File: src/rtl/legCtrlPkg.sv
package legCtrlPkg;

	// ALU operation select
	localparam logic [1:0] ALU_ADD = 2'd0;
	localparam logic [1:0] ALU_SUB = 2'd1;
	localparam logic [1:0] ALU_PASSB = 2'd2;

	// bit positions in the NZCV flag word
	localparam int FLAG_N = 3;
	localparam int FLAG_Z = 2;
	localparam int FLAG_C = 1;
	localparam int FLAG_V = 0;

	// data memory, indexed by doubleword
	localparam int MEM_DEPTH = 16;
	localparam int MEM_AW = 4;

endpackage

File: src/rtl/legIsaPkg.sv
package legIsaPkg;

	// register file geometry
	localparam int DATA_W = 64;
	localparam int REG_AW = 5;
	localparam logic [REG_AW-1:0] LINK_REG = 5'd30;
	localparam logic [REG_AW-1:0] ZERO_REG = 5'd31;

	// opcode match values, matched on the leading bits of the word
	localparam logic [5:0] OP_B = 6'b000101;
	localparam logic [5:0] OP_BL = 6'b100101;
	localparam logic [7:0] OP_BCOND = 8'b01010100;
	localparam logic [7:0] OP_CBZ = 8'b10110100;
	localparam logic [9:0] OP_ADDI = 10'b1001000100;
	localparam logic [10:0] OP_BR = 11'b11010110000;
	localparam logic [10:0] OP_ADDS = 11'b10101011000;
	localparam logic [10:0] OP_SUBS = 11'b11101011000;
	localparam logic [10:0] OP_LDUR = 11'b11111000010;
	localparam logic [10:0] OP_STUR = 11'b11111000000;

	// B.cond condition numbers
	localparam logic [3:0] COND_EQ = 4'h0;
	localparam logic [3:0] COND_NE = 4'h1;
	localparam logic [3:0] COND_HS = 4'h2;
	localparam logic [3:0] COND_LO = 4'h3;
	localparam logic [3:0] COND_MI = 4'h4;
	localparam logic [3:0] COND_PL = 4'h5;
	localparam logic [3:0] COND_VS = 4'h6;
	localparam logic [3:0] COND_VC = 4'h7;
	localparam logic [3:0] COND_HI = 4'h8;
	localparam logic [3:0] COND_LS = 4'h9;
	localparam logic [3:0] COND_GE = 4'ha;
	localparam logic [3:0] COND_LT = 4'hb;
	localparam logic [3:0] COND_GT = 4'hc;
	localparam logic [3:0] COND_LE = 4'hd;
	localparam logic [3:0] COND_AL = 4'he;
	localparam logic [3:0] COND_NV = 4'hf;

	// one instruction word, five ways of reading it
	typedef union packed {
		struct packed {
			logic [10:0] opcode;
			logic [REG_AW-1:0] rm;
			logic [5:0] shamt;
			logic [REG_AW-1:0] rn;
			logic [REG_AW-1:0] rd;
		} rFmt;
		struct packed {
			logic [9:0] opcode;
			logic [11:0] imm12;
			logic [REG_AW-1:0] rn;
			logic [REG_AW-1:0] rd;
		} iFmt;
		struct packed {
			logic [10:0] opcode;
			logic [8:0] addr9;
			logic [1:0] op2;
			logic [REG_AW-1:0] rn;
			logic [REG_AW-1:0] rt;
		} dFmt;
		struct packed {
			logic [5:0] opcode;
			logic [25:0] imm26;
		} bFmt;
		struct packed {
			logic [7:0] opcode;
			logic [18:0] imm19;
			// condition code in the low bits for B.cond
			logic [REG_AW-1:0] rt;
		} cbFmt;
	} instrWord_u;

endpackage

File: src/rtl/cpuControl.sv
module cpuControl import legIsaPkg::*, legCtrlPkg::*; (
	input instrWord_u instr,
	output logic uncondBr,
	output logic branch,
	output logic branchReg,
	output logic branchLink,
	output logic reg2Loc,
	output logic aluSrc,
	output logic immSel,
	output logic regWrite,
	output logic memToReg,
	output logic memWrite,
	output logic setFlags,
	output logic [1:0] aluOp
);

	always_comb begin
		// everything inactive unless an opcode claims it
		uncondBr = 1'b0;
		branch = 1'b0;
		branchReg = 1'b0;
		branchLink = 1'b0;
		reg2Loc = 1'b0;
		aluSrc = 1'b0;
		immSel = 1'b0;
		regWrite = 1'b0;
		memToReg = 1'b0;
		memWrite = 1'b0;
		setFlags = 1'b0;
		aluOp = ALU_ADD;

		if (instr.bFmt.opcode == OP_B) begin
			uncondBr = 1'b1;
		end
		else if (instr.cbFmt.opcode == OP_BCOND) begin
			// taken or not decided by the stored flags
			branch = 1'b1;
		end
		else if (instr.bFmt.opcode == OP_BL) begin
			uncondBr = 1'b1;
			branch = 1'b1;
			branchLink = 1'b1;
			regWrite = 1'b1;
		end
		else if (instr.rFmt.opcode == OP_BR) begin
			branchReg = 1'b1;
		end
		else if (instr.cbFmt.opcode == OP_CBZ) begin
			// Rt passed through the ALU for the zero test
			branch = 1'b1;
			reg2Loc = 1'b1;
			aluOp = ALU_PASSB;
		end
		else if (instr.iFmt.opcode == OP_ADDI) begin
			aluSrc = 1'b1;
			immSel = 1'b1;
			regWrite = 1'b1;
		end
		else if (instr.rFmt.opcode == OP_ADDS) begin
			regWrite = 1'b1;
			setFlags = 1'b1;
		end
		else if (instr.dFmt.opcode == OP_LDUR) begin
			aluSrc = 1'b1;
			regWrite = 1'b1;
			memToReg = 1'b1;
		end
		else if (instr.dFmt.opcode == OP_STUR) begin
			aluSrc = 1'b1;
			memWrite = 1'b1;
		end
		else if (instr.rFmt.opcode == OP_SUBS) begin
			regWrite = 1'b1;
			setFlags = 1'b1;
			aluOp = ALU_SUB;
		end
	end

	// a store never also writes a register
	noWriteClash: assert final (!(memWrite && regWrite))
		else $error("memWrite and regWrite both active");

	// register branch and immediate branch are exclusive
	oneBranchKind: assert final ($onehot0({branchReg, uncondBr}))
		else $error("branchReg and uncondBr both active");

endmodule

File: config.mk
export PLATFORM = sky130hd
export DESIGN_NAME = cpuControl
export DESIGN_NICKNAME = d
export VERILOG_FILES = /design/src/rtl/legCtrlPkg.sv /design/src/rtl/legIsaPkg.sv /design/src/rtl/cpuControl.sv
export SDC_FILE = /design/constraint.sdc
export NUM_CORES = 1
export LEC_CHECK = 0
export ABC_AREA = 1
export BUFFER_PORTS_ARGS = -buffer_cell sky130_fd_sc_hd__buf_2
export CORE_AREA = 3 3 40 42
export DETAILED_ROUTE_END_ITERATION = 12
export DIE_AREA = 0 0 43 45
export PLACE_DENSITY_LB_ADDON = 0.1
export SLEW_MARGIN = 20
export SYNTH_ARGS = -nofsm -noshare
export SYNTH_HDL_FRONTEND = slang
export SYNTH_SLANG_ARGS = --single-unit
File: constraint.sdc
create_clock -name vclk -period 1.62
set_input_delay 0.324 -clock vclk [all_inputs]
set_output_delay 0.324 -clock vclk [all_outputs]
set_load 0.01 [all_outputs]
==> impl_summary.txt <==
----------------------------------------------------
[Global routing]
  Initial antenna violation count ... 0
  Overflow left after global routing ... 0
  Global-route wire length before repair ... 1.35 mm
  Maximum number of pins on one net before global-route repair ... 6
  Vias in the first global route ... 345
  Total routing resource utilization after global routing ... ~8.4%

[Power and ir drop]
  Relative contribution of sequential cells to total power ... 0%
  Leakage ... 0.313 nW
  Power per Cell Area ... between 100 and 150 nW/µm²
  Sw frac ... 62.1%
  Highest ir drop seen on vdd ... 48.4 µV
  Design internal power ... 0.0000213 W
  P_sw ... 0.0000349 W
  Power share of the combinational group ... 100.0%
  Part of the total power dissipated in the clock network ... 0%

[STA]
  Final max-slew violation count ... 0
  Final Hold Fails ... 0
  Worst Slack Setup Final ... 0.169 ns
  Slew @ Worst Pin ... 0.275 ns
  Achievable clock frequency ... 689 MHz
  Crit share post-route ... about nine tenths
  Slew Limit Headroom ... 81.5%
  Setup violations, final ... 0
  RSZ-0062 raised after global routing ... false
  Setup total negative slack ... 0 ns
  Final critical-path required period ... 1.45 ns

[Flow run]
  MaxCap Viol Count ... 0

[Place]
  Post-Place Cells ... approximately 100
  Count of buffers inserted at the top-level ports ... 24
  Routability congestion estimate ... 0.776
  Placed Instance Area ... approximately 420 µm²
  Worst slack, placed ... roughly 0.17 ns
  Post-DP HPWL ... about 750 µm

[Detailed routing]
  Detailed-route via count ... 413
  Avg Vias per Cell ... between 4 and 5
  Post-detailed-route DRC marker count ... 0
  1st-pass router iterations ... 3
  Wire length after detailed routing ... slightly above 800 µm
  Number of nets still failing antenna checks after routing ... 0
  Number of DRC markers in iteration 0 ... 2
  Detail-routed net length per standard cell ... roughly 8 µm

[Yosys]
  Top cell type's share of synthesized area ... 30.1%
  Synth top area cells ... nand2_1 30%, inv_1 16%, nor2_1 16%, nand3_1 8.7%, nor2_2 8.7%
  Number of warnings issued by yosys ... 0
  Number of instances in the synthesized netlist ... 65
  Total standard cell area after synthesis ... 287 µm²
  Leading area contributor after synthesis ... nand2_1
  Proportion of synthesized chip area in sequential cells ... 0%
  Post-Synthesis Mean Instance Area ... 4.41 µm²
  Post-synthesis net count ... 97
  Distinct cell type count after synthesis ... 12

[Setup path]
  Critical Path AT ... between 1 and 1.5 ns
  Startpoint Class ... input pin
  Maximum net fanout on the critical path ... 2
  Setup crit end kind ... output pin
  Worst endpoint required time ... 1.30 ns
  Category of the most critical setup path ... in2out

[Floorplan]
  Die Y-Extent ... ~45 µm
  Standard-cell row count ... 13
  Area enclosed by the die boundary ... 1940 µm²
  Number of ports placed on the die boundary ... 45
  Die W ... 43 µm
  Core region area ... 1280 µm²
  Initial core utilization ... between 20 and 25%

[CTS]
  Quantity of gates resized following cts ... 0
  Post-CTS setup repair buffer count ... 0
  Post-CTS Hold Buffers ... 0

[Final layout]
  Post-route insts no fill ... 103
  Most common cell after layout, fill and taps aside ... buf_2
  Total of clock buffers placed in the layout ... 0
  Footprint of the multi-input gates ... 226 µm²
  Antenna cell count ... 0
  Number of nets in the layout ... 122
  Commonest cells after routing, fill and taps aside ... 24 x buf_2, 23 x nand2_1, 12 x inv_1, 12 x nor2_1, 5 x nand3_1
  Seq_cells ... 0
  Layout cell share with drive strength beyond 1 ... between 30% and 40%
  Layout Area Growth over Synthesis ... 45.9%
  Sequential Area ... 0 µm²
  # fillers ... 173
  Final non-filler cell area ... 418 µm²

[Min path]
  Worst min path class ... in2out

[Status]
  Run status ... finished, final reports clean

----------------------------------------------------
-- metal layers --
metal	vias to the layer above	track usage (%)	wire, µm
met5	-	0	0
met4	0	0	0
met3	0	0.398	59
met2	11	13.8	371
met1	164	12.9	384
li1	238	-	-
-- stage by stage --
step / total power, W / utilization, % / hold WS (ns)
detailed placement: 0.0000566 / 32.5 / 0.956
CTS: 0.0000569 / 32.5 / 0.958
finish: 0.0000562 / 32.5 / 0.954
global placement: 0.0000571 / 32.5 / 0.955
global route: 0.0000653 / 32.5 / 0.975
floorplan: 0.0000300 / - / 0.696
-- synthesized netlist by cell type --
library cell  number
nor3_1             2
inv_1             12
buf_4              1
nand3_1            5
nor2_4             1
nand2_2            1
nand2_1           23
nor2_2             4
nand3_2            1
nor2_1            12
inv_2              2
o211ai_1           1
-- cell type report --
cell class / instances / area share (%)
inverters: 14 / 12.6
repair buffers: 24 / 28.7
multi-input cells: 50 / 54.2
well taps: 15 / 4.49
-- worst max-delay path, cell delays in order --
cell	delay, ns
buf_2	0.11
nor3_1	0.27
nand2_1	0.13
nor3_1	0.13
buf_2	0.15
-- kinds of logic (layout without fill, tap and decap cells) --
logic type      after synthesis  count (layout)  share of synthesized area [%]
simple gates                 49              49                           76.4
buf+inv                      15              38                           21.0
compound gates                1               1                           2.62
-- power groups by stage --
stage	logic, W	registers (W)	clock network [W]
6_report	0.0000562	0	0
2_1_floorplan	0.0000300	0	0
3_5_place_dp	0.0000566	0	0
3_3_place_gp	0.0000571	0	0
5_1_grt	0.0000653	0	0
4_1_cts	0.0000569	0	0
-- path summary, 6_finish.rpt --
check | end | cells past startpoint | slack, ns | startpoint
hold / removal | uncondBr | 3 | 0.95 | instr[30]
setup / recovery | branchReg | 5 | 0.17 | instr[21]
Note: power is estimated with default switching activity, not from simulation.
