$ cat src/rtl/legCtrlPkg.sv
package legCtrlPkg;

	// ALU operation select
	localparam logic [1:0] ALU_ADD = 2'd0;
	localparam logic [1:0] ALU_SUB = 2'd1;
	localparam logic [1:0] ALU_PASSB = 2'd2;

	// bit positions in the NZCV flag word
	localparam int FLAG_N = 3;
	localparam int FLAG_Z = 2;
	localparam int FLAG_C = 1;
	localparam int FLAG_V = 0;

	// data memory, indexed by doubleword
	localparam int MEM_DEPTH = 16;
	localparam int MEM_AW = 4;

endpackage

$ cat src/rtl/legIsaPkg.sv
package legIsaPkg;

	// register file geometry
	localparam int DATA_W = 64;
	localparam int REG_AW = 5;
	localparam logic [REG_AW-1:0] LINK_REG = 5'd30;
	localparam logic [REG_AW-1:0] ZERO_REG = 5'd31;

	// opcode match values, matched on the leading bits of the word
	localparam logic [5:0] OP_B = 6'b000101;
	localparam logic [5:0] OP_BL = 6'b100101;
	localparam logic [7:0] OP_BCOND = 8'b01010100;
	localparam logic [7:0] OP_CBZ = 8'b10110100;
	localparam logic [9:0] OP_ADDI = 10'b1001000100;
	localparam logic [10:0] OP_BR = 11'b11010110000;
	localparam logic [10:0] OP_ADDS = 11'b10101011000;
	localparam logic [10:0] OP_SUBS = 11'b11101011000;
	localparam logic [10:0] OP_LDUR = 11'b11111000010;
	localparam logic [10:0] OP_STUR = 11'b11111000000;

	// B.cond condition numbers
	localparam logic [3:0] COND_EQ = 4'h0;
	localparam logic [3:0] COND_NE = 4'h1;
	localparam logic [3:0] COND_HS = 4'h2;
	localparam logic [3:0] COND_LO = 4'h3;
	localparam logic [3:0] COND_MI = 4'h4;
	localparam logic [3:0] COND_PL = 4'h5;
	localparam logic [3:0] COND_VS = 4'h6;
	localparam logic [3:0] COND_VC = 4'h7;
	localparam logic [3:0] COND_HI = 4'h8;
	localparam logic [3:0] COND_LS = 4'h9;
	localparam logic [3:0] COND_GE = 4'ha;
	localparam logic [3:0] COND_LT = 4'hb;
	localparam logic [3:0] COND_GT = 4'hc;
	localparam logic [3:0] COND_LE = 4'hd;
	localparam logic [3:0] COND_AL = 4'he;
	localparam logic [3:0] COND_NV = 4'hf;

	// one instruction word, five ways of reading it
	typedef union packed {
		struct packed {
			logic [10:0] opcode;
			logic [REG_AW-1:0] rm;
			logic [5:0] shamt;
			logic [REG_AW-1:0] rn;
			logic [REG_AW-1:0] rd;
		} rFmt;
		struct packed {
			logic [9:0] opcode;
			logic [11:0] imm12;
			logic [REG_AW-1:0] rn;
			logic [REG_AW-1:0] rd;
		} iFmt;
		struct packed {
			logic [10:0] opcode;
			logic [8:0] addr9;
			logic [1:0] op2;
			logic [REG_AW-1:0] rn;
			logic [REG_AW-1:0] rt;
		} dFmt;
		struct packed {
			logic [5:0] opcode;
			logic [25:0] imm26;
		} bFmt;
		struct packed {
			logic [7:0] opcode;
			logic [18:0] imm19;
			// condition code in the low bits for B.cond
			logic [REG_AW-1:0] rt;
		} cbFmt;
	} instrWord_u;

endpackage

$ cat src/rtl/execUnit.sv
module execUnit import legIsaPkg::*, legCtrlPkg::*; (
	input logic clk,
	input logic rst,
	input logic instrValid,
	input logic uncondBr,
	input logic branch,
	input logic branchReg,
	input logic branchLink,
	input logic reg2Loc,
	input logic aluSrc,
	input logic immSel,
	input logic regWrite,
	input logic memToReg,
	input logic memWrite,
	input logic setFlags,
	input logic [1:0] aluOp,
	input logic [DATA_W-1:0] rnVal,
	input logic [DATA_W-1:0] rmVal,
	input logic [DATA_W-1:0] rtVal,
	input logic [DATA_W-1:0] immI,
	input logic [DATA_W-1:0] immD,
	input logic [DATA_W-1:0] brOffB,
	input logic [DATA_W-1:0] brOffCb,
	input logic [3:0] condCode,
	input logic [REG_AW-1:0] destReg,
	output logic wbEn,
	output logic [REG_AW-1:0] wbReg,
	output logic [DATA_W-1:0] wbData,
	output logic [DATA_W-1:0] pc,
	output logic [3:0] flags,
	output logic retired,
	output logic retiredWrite,
	output logic [REG_AW-1:0] retiredReg,
	output logic [DATA_W-1:0] retiredData
);

	logic [DATA_W-1:0] dataMem [MEM_DEPTH];

	logic [DATA_W-1:0] opB;
	logic [DATA_W-1:0] bAdj;
	logic [DATA_W-1:0] sum;
	logic [DATA_W-1:0] aluResult;
	logic carryOut;
	logic subOp;
	logic [3:0] aluFlags;
	logic condTrue;
	logic taken;
	logic [MEM_AW-1:0] memIdx;
	logic [DATA_W-1:0] memData;
	logic [DATA_W-1:0] pcPlus4;
	logic [DATA_W-1:0] nextPc;

	// operand B, Rt wins over the immediates
	assign opB = reg2Loc ? rtVal : (aluSrc ? (immSel ? immI : immD) : rmVal);

	// subtract as A + ~B + 1
	assign subOp = (aluOp == ALU_SUB);
	assign bAdj = subOp ? ~opB : opB;
	assign {carryOut, sum} = {1'b0, rnVal} + {1'b0, bAdj} + {{DATA_W{1'b0}}, subOp};

	always_comb begin
		case (aluOp)
			ALU_ADD, ALU_SUB: aluResult = sum;
			ALU_PASSB: aluResult = opB;
			default: aluResult = sum;
		endcase
	end

	assign aluFlags[FLAG_N] = aluResult[DATA_W-1];
	assign aluFlags[FLAG_Z] = (aluResult == '0);
	assign aluFlags[FLAG_C] = carryOut;
	assign aluFlags[FLAG_V] = (rnVal[DATA_W-1] == bAdj[DATA_W-1]) &&
		(sum[DATA_W-1] != rnVal[DATA_W-1]);

	// B.cond tests the flags already stored, not this cycle's ALU flags
	always_comb begin
		case (condCode)
			COND_EQ: condTrue = flags[FLAG_Z];
			COND_NE: condTrue = !flags[FLAG_Z];
			COND_HS: condTrue = flags[FLAG_C];
			COND_LO: condTrue = !flags[FLAG_C];
			COND_MI: condTrue = flags[FLAG_N];
			COND_PL: condTrue = !flags[FLAG_N];
			COND_VS: condTrue = flags[FLAG_V];
			COND_VC: condTrue = !flags[FLAG_V];
			COND_HI: condTrue = flags[FLAG_C] && !flags[FLAG_Z];
			COND_LS: condTrue = !(flags[FLAG_C] && !flags[FLAG_Z]);
			COND_GE: condTrue = (flags[FLAG_N] == flags[FLAG_V]);
			COND_LT: condTrue = (flags[FLAG_N] != flags[FLAG_V]);
			COND_GT: condTrue = !flags[FLAG_Z] && (flags[FLAG_N] == flags[FLAG_V]);
			COND_LE: condTrue = !(!flags[FLAG_Z] && (flags[FLAG_N] == flags[FLAG_V]));
			COND_AL, COND_NV: condTrue = 1'b1;
			default: condTrue = 1'b1;
		endcase
	end

	// reg2Loc marks CBZ among the conditional branches
	assign taken = uncondBr || (branch && (reg2Loc ? aluFlags[FLAG_Z] : condTrue));

	assign pcPlus4 = pc + DATA_W'(4);
	assign nextPc = branchReg ? rnVal :
		(taken ? pc + (uncondBr ? brOffB : brOffCb) : pcPlus4);

	// doubleword index from the effective address
	assign memIdx = aluResult[MEM_AW+2:3];
	assign memData = dataMem[memIdx];

	assign wbReg = branchLink ? LINK_REG : destReg;
	assign wbData = memToReg ? memData : (branchLink ? pcPlus4 : aluResult);
	assign wbEn = instrValid && regWrite && (wbReg != ZERO_REG);

	always_ff @(posedge clk) begin
		if (!rst) begin
			for (int i = 0; i < MEM_DEPTH; i++) begin
				dataMem[i] <= '0;
			end
		end
		else if (instrValid && memWrite) begin
			dataMem[memIdx] <= rtVal;
		end
	end

	// architectural state and retire report
	always_ff @(posedge clk) begin
		if (!rst) begin
			pc <= '0;
			flags <= '0;
			retired <= 1'b0;
			retiredWrite <= 1'b0;
		end
		else begin
			retired <= instrValid;
			retiredWrite <= wbEn;
			if (instrValid) begin
				pc <= nextPc;
			end
			if (instrValid && setFlags) begin
				flags <= aluFlags;
			end
		end
	end

	// payload of the report
	always_ff @(posedge clk) begin
		if (instrValid) begin
			retiredReg <= wbReg;
			retiredData <= wbData;
		end
	end

	retireFollowsStrobe: assert property (@(posedge clk) disable iff (!rst)
		retired |-> $past(instrValid))
		else $error("retired without a preceding instruction strobe");

endmodule

$ cat config.mk
export PLATFORM = sky130hd
export DESIGN_NAME = execUnit
export DESIGN_NICKNAME = d
export VERILOG_FILES = /design/src/rtl/legCtrlPkg.sv /design/src/rtl/legIsaPkg.sv /design/src/rtl/execUnit.sv
export SDC_FILE = /design/constraint.sdc
export NUM_CORES = 2
export LEC_CHECK = 0
export BUFFER_PORTS_ARGS = -buffer_cell sky130_fd_sc_hd__clkbuf_2
export CORE_ASPECT_RATIO = 0.6
export CORE_MARGIN = 10
export CORE_UTILIZATION = 37
export CTS_CLUSTER_DIAMETER = 80
export CTS_CLUSTER_SIZE = 28
export DETAILED_ROUTE_END_ITERATION = 7
export PLACE_DENSITY = 0.58
export REMOVE_ABC_BUFFERS = 1
export SYNTH_ARGS = -nofsm -noshare
export SYNTH_HDL_FRONTEND = slang
export SYNTH_SLANG_ARGS = --single-unit
$ cat constraint.sdc
create_clock -name clk -period 12.9 [get_ports clk]
set_input_delay 2.58 -clock clk [delete_from_list [all_inputs] [get_ports clk]]
set_output_delay 2.58 -clock clk [all_outputs]
set_load 0.02 [all_outputs]
==> reports/results.txt <==
Static leakage -> 29.1 nW
Fin. max-slew vios -> 0
Remaining antenna violation count -> 0
Finished Cell Area -> 76200 um^2
Area contributors post-synth -> edfxtp_1 (48%), and2_1 (9.5%), nand2_1 (7.4%)
Grt total ovfl -> 0
Clock period minus worst slack -> 12090 ps
Worst hold start -> pc[5]
DR iter-0 viols -> 9766
Reg-to-reg endpoint -> retiredData[56]
Router iterations before antenna repair -> 6
First-pass GRT wire length -> 439 mm
Cell taking the most area after synthesis -> edfxtp_1
Final Cycle Share -> 93.7%
Vias -> 60155
Core Area -> 182000 um^2
Tightest Hold Check Type -> flop to flop
Setup_tns -> 0 ps
Clk pin slew, worst setup/hold paths -> 100 ps
Reg area -> 34200 um^2
Final Util -> 41.8%
Post-synth top area share -> 48.1%
Post-DP HPWL -> 221 mm
Area grow syn2layout -> 11.6%
Post-DP Area -> 74400 um^2
Cts hold-fix bufs -> 0
Vias in the first global route -> 55203
GRT Util Overall -> 29.6%
Initial antenna violation count -> 43
Chip width -> 574 um
WP buf/inv -> 3
Critical path class -> input pin to output port
CTS tree -> yes
H-tree Lvls -> 2
Total Power -> 11.0 mW
VDD IR max -> 116 uV
Critical path launch point type -> input pin
FFs w/ async S/R, synth -> 0%
Outcome -> complete, no violations
Warnings from Yosys -> 0
DR WL/cell -> 31.8 um
Layout Nets -> 8069
Post-CTS Setup Bufs -> 0
Mapped Area -> 68300 um^2
Gp weighted congestion -> 1.05
Crit path arrival time -> 9510 ps
Starting Density -> 37.4%
Commonest non-fill, non-tap cell in the layout -> nand2_1
Setup slack, reg-to-reg -> 7620 ps
Hold depth -> 2
Gates resized, CTS repair -> 0
Slowest stage cell, crit path -> o31ai_1
Num CTS Buffers -> 54
CP Cell Sequence -> buf_6 > buf_12 > mux2i_1 > nand2_1 > o21ai_0 > o21ai_0 > xnor2_1 > ha_1 > nand4_1 > nor3_1 > nand4_1 > o31ai_1 > nand4_1 > o211a_1 > o21ai_0 > o21ai_0 > clkbuf_2
Worst slew pin tran -> 1360 ps
Clk sinks -> 1163
Peak Freq -> 82.7 MHz
Max Buffers Root-to-Sink -> 3
CP Capture Type -> output port
Multi-input logic area -> 32000 um^2
Pwr dens -> 144 nW/um^2
RSZ-0062 raised after global routing -> false
Most frequent cells in the layout -> nand2_1 (1342), edfxtp_1 (1093), and2_1 (1032)
Clock latency on the worst-skew pair -> 770 ps
Placed cell count -> 9867
Fin. Hold Viols -> 0
Port bufs -> 681
Number of core rows -> 121
Final Setup Violations -> 0
Die area -> 203000 um^2
CP most frequent cell -> o21ai_0
Worst rel slew slack -> 8.80%
Top Ports -> 682
# DRC -> 0
Hold_ws -> 561 ps
R2R depth -> 13
CP max stage delay -> 970 ps
Die Y -> 353 um
Layout cells sized above 1 -> 14.5%
Max-Cap Viols -> 0
Critical path's top delay family -> compound AO/OA/AOI/OAI gates
Seq cells post-synth -> 1163
Worst path required time -> 10320 ps
Post-Synthesis Cells -> 7139
CP max FO -> 41
EDFF count, synth -> 1093
Final WL -> 318 mm
Filler cell count -> 17921
Final setup margin -> 814 ps
Post-synthesis cell type count -> 93
Pin count of the biggest net entering global routing -> 114
Place WS -> 897 ps
Synth Flop Type -> edfxtp_1
FF-to-FF Start -> pc[2]
Syn Area/Cell -> 9.56 um^2
Final Skew -> 43.0 ps
CTS root buffer -> clkbuf_16
Seq/Total Area, Yosys -> 50.1%
Vias per inst -> 6.03
Worst Hold Endpoint -> pc[5]
Finished Layout Cells -> 9973
state kept, by name (all words and copies together), names as in the netlist:
signal,count
retired,1
dataMem,1024
retiredReg,5
pc,64
retiredData,64
flags,4
retiredWrite,1
worst max-delay path by stage:
stage / start / endpoint / slack (ps) / cells after the start
after global routing: immSel / wbData[59] / 570 / 17
final: immSel / wbData[59] / 810 / 17
after detailed placement: immSel / wbData[59] / 900 / 17
after CTS: immSel / wbData[59] / 890 / 17
after floorplan: aluOp[1] / dataMem[15][0] / -16760 / 11
after global placement: immSel / wbData[59] / 520 / 17
worst register-to-register path, stage by stage, from the launching register on:
cell	delay, ps
dfxtp_1	570
ha_1	280
nand3_1	290
nor4_1	380
buf_4	220
nor4b_1	720
nand2_1	290
nor3_1	540
nand2b_1	280
inv_1	180
nand2_1	80
xnor2_1	240
nor2_1	160
o31ai_1	770
synthesized netlist by cell type, types with 32 or more instances:
master    number
xnor2_1      151
nand2b_1      32
a311oi_1     186
a21oi_1      342
o211ai_1      37
nand2_1     1343
and2_1      1033
nand3_1      344
dfxtp_1       70
nand4_1       58
xor2_1        58
buf_1         51
o21ai_0      298
clkbuf_1     498
nor3_1        95
a211oi_1      88
mux2_2        81
nor2_1       269
and3_1       163
ha_1         131
a21o_1        68
a31oi_1      105
mux2i_1       86
edfxtp_1    1093
inv_1         41
cell type report:
cell class / instances / share of cell area (%)
flip-flops and latches: 1163 / 44.9
multi-input cells: 5356 / 42.1
repair buffers: 844 / 6.47
well taps: 2460 / 4.04
clock buffers: 67 / 1.84
clock inverters: 20 / 0.388
inverters: 44 / 0.217
diodes: 19 / 0.0624
cells by family (layout without fill, tap and decap cells):
family | after synthesis | in the layout | share of synthesized area, %
AOI/OAI and AO/OA | 1366 | 1366 | 13.2
buffers and inverters | 620 | 975 | 3.51
xor gates and xnor gates | 209 | 209 | 2.68
DFF | 1163 | 1163 | 50.1
and+or+nand+nor | 3480 | 3480 | 25.4
other | 0 | 19 | 0
muxes | 168 | 168 | 2.62
adders and majority gates | 133 | 133 | 2.46
power breakdown:
group	switching, mW	internal, mW
Combinational	2.98	1.21
Clock	1.38	0.841
Sequential	0.111	4.43
Total	4.47	6.48
routing by layer:
| metal | global-route usage, % | wire (um) |
|---|---|---|
| met5 | 0 | 147 |
| met4 | 8.00 | 9760 |
| met3 | 8.24 | 40200 |
| met2 | 42.1 | 130000 |
| met1 | 43.7 | 137000 |
No activity file was read; power rests on OpenSTA's default activity.
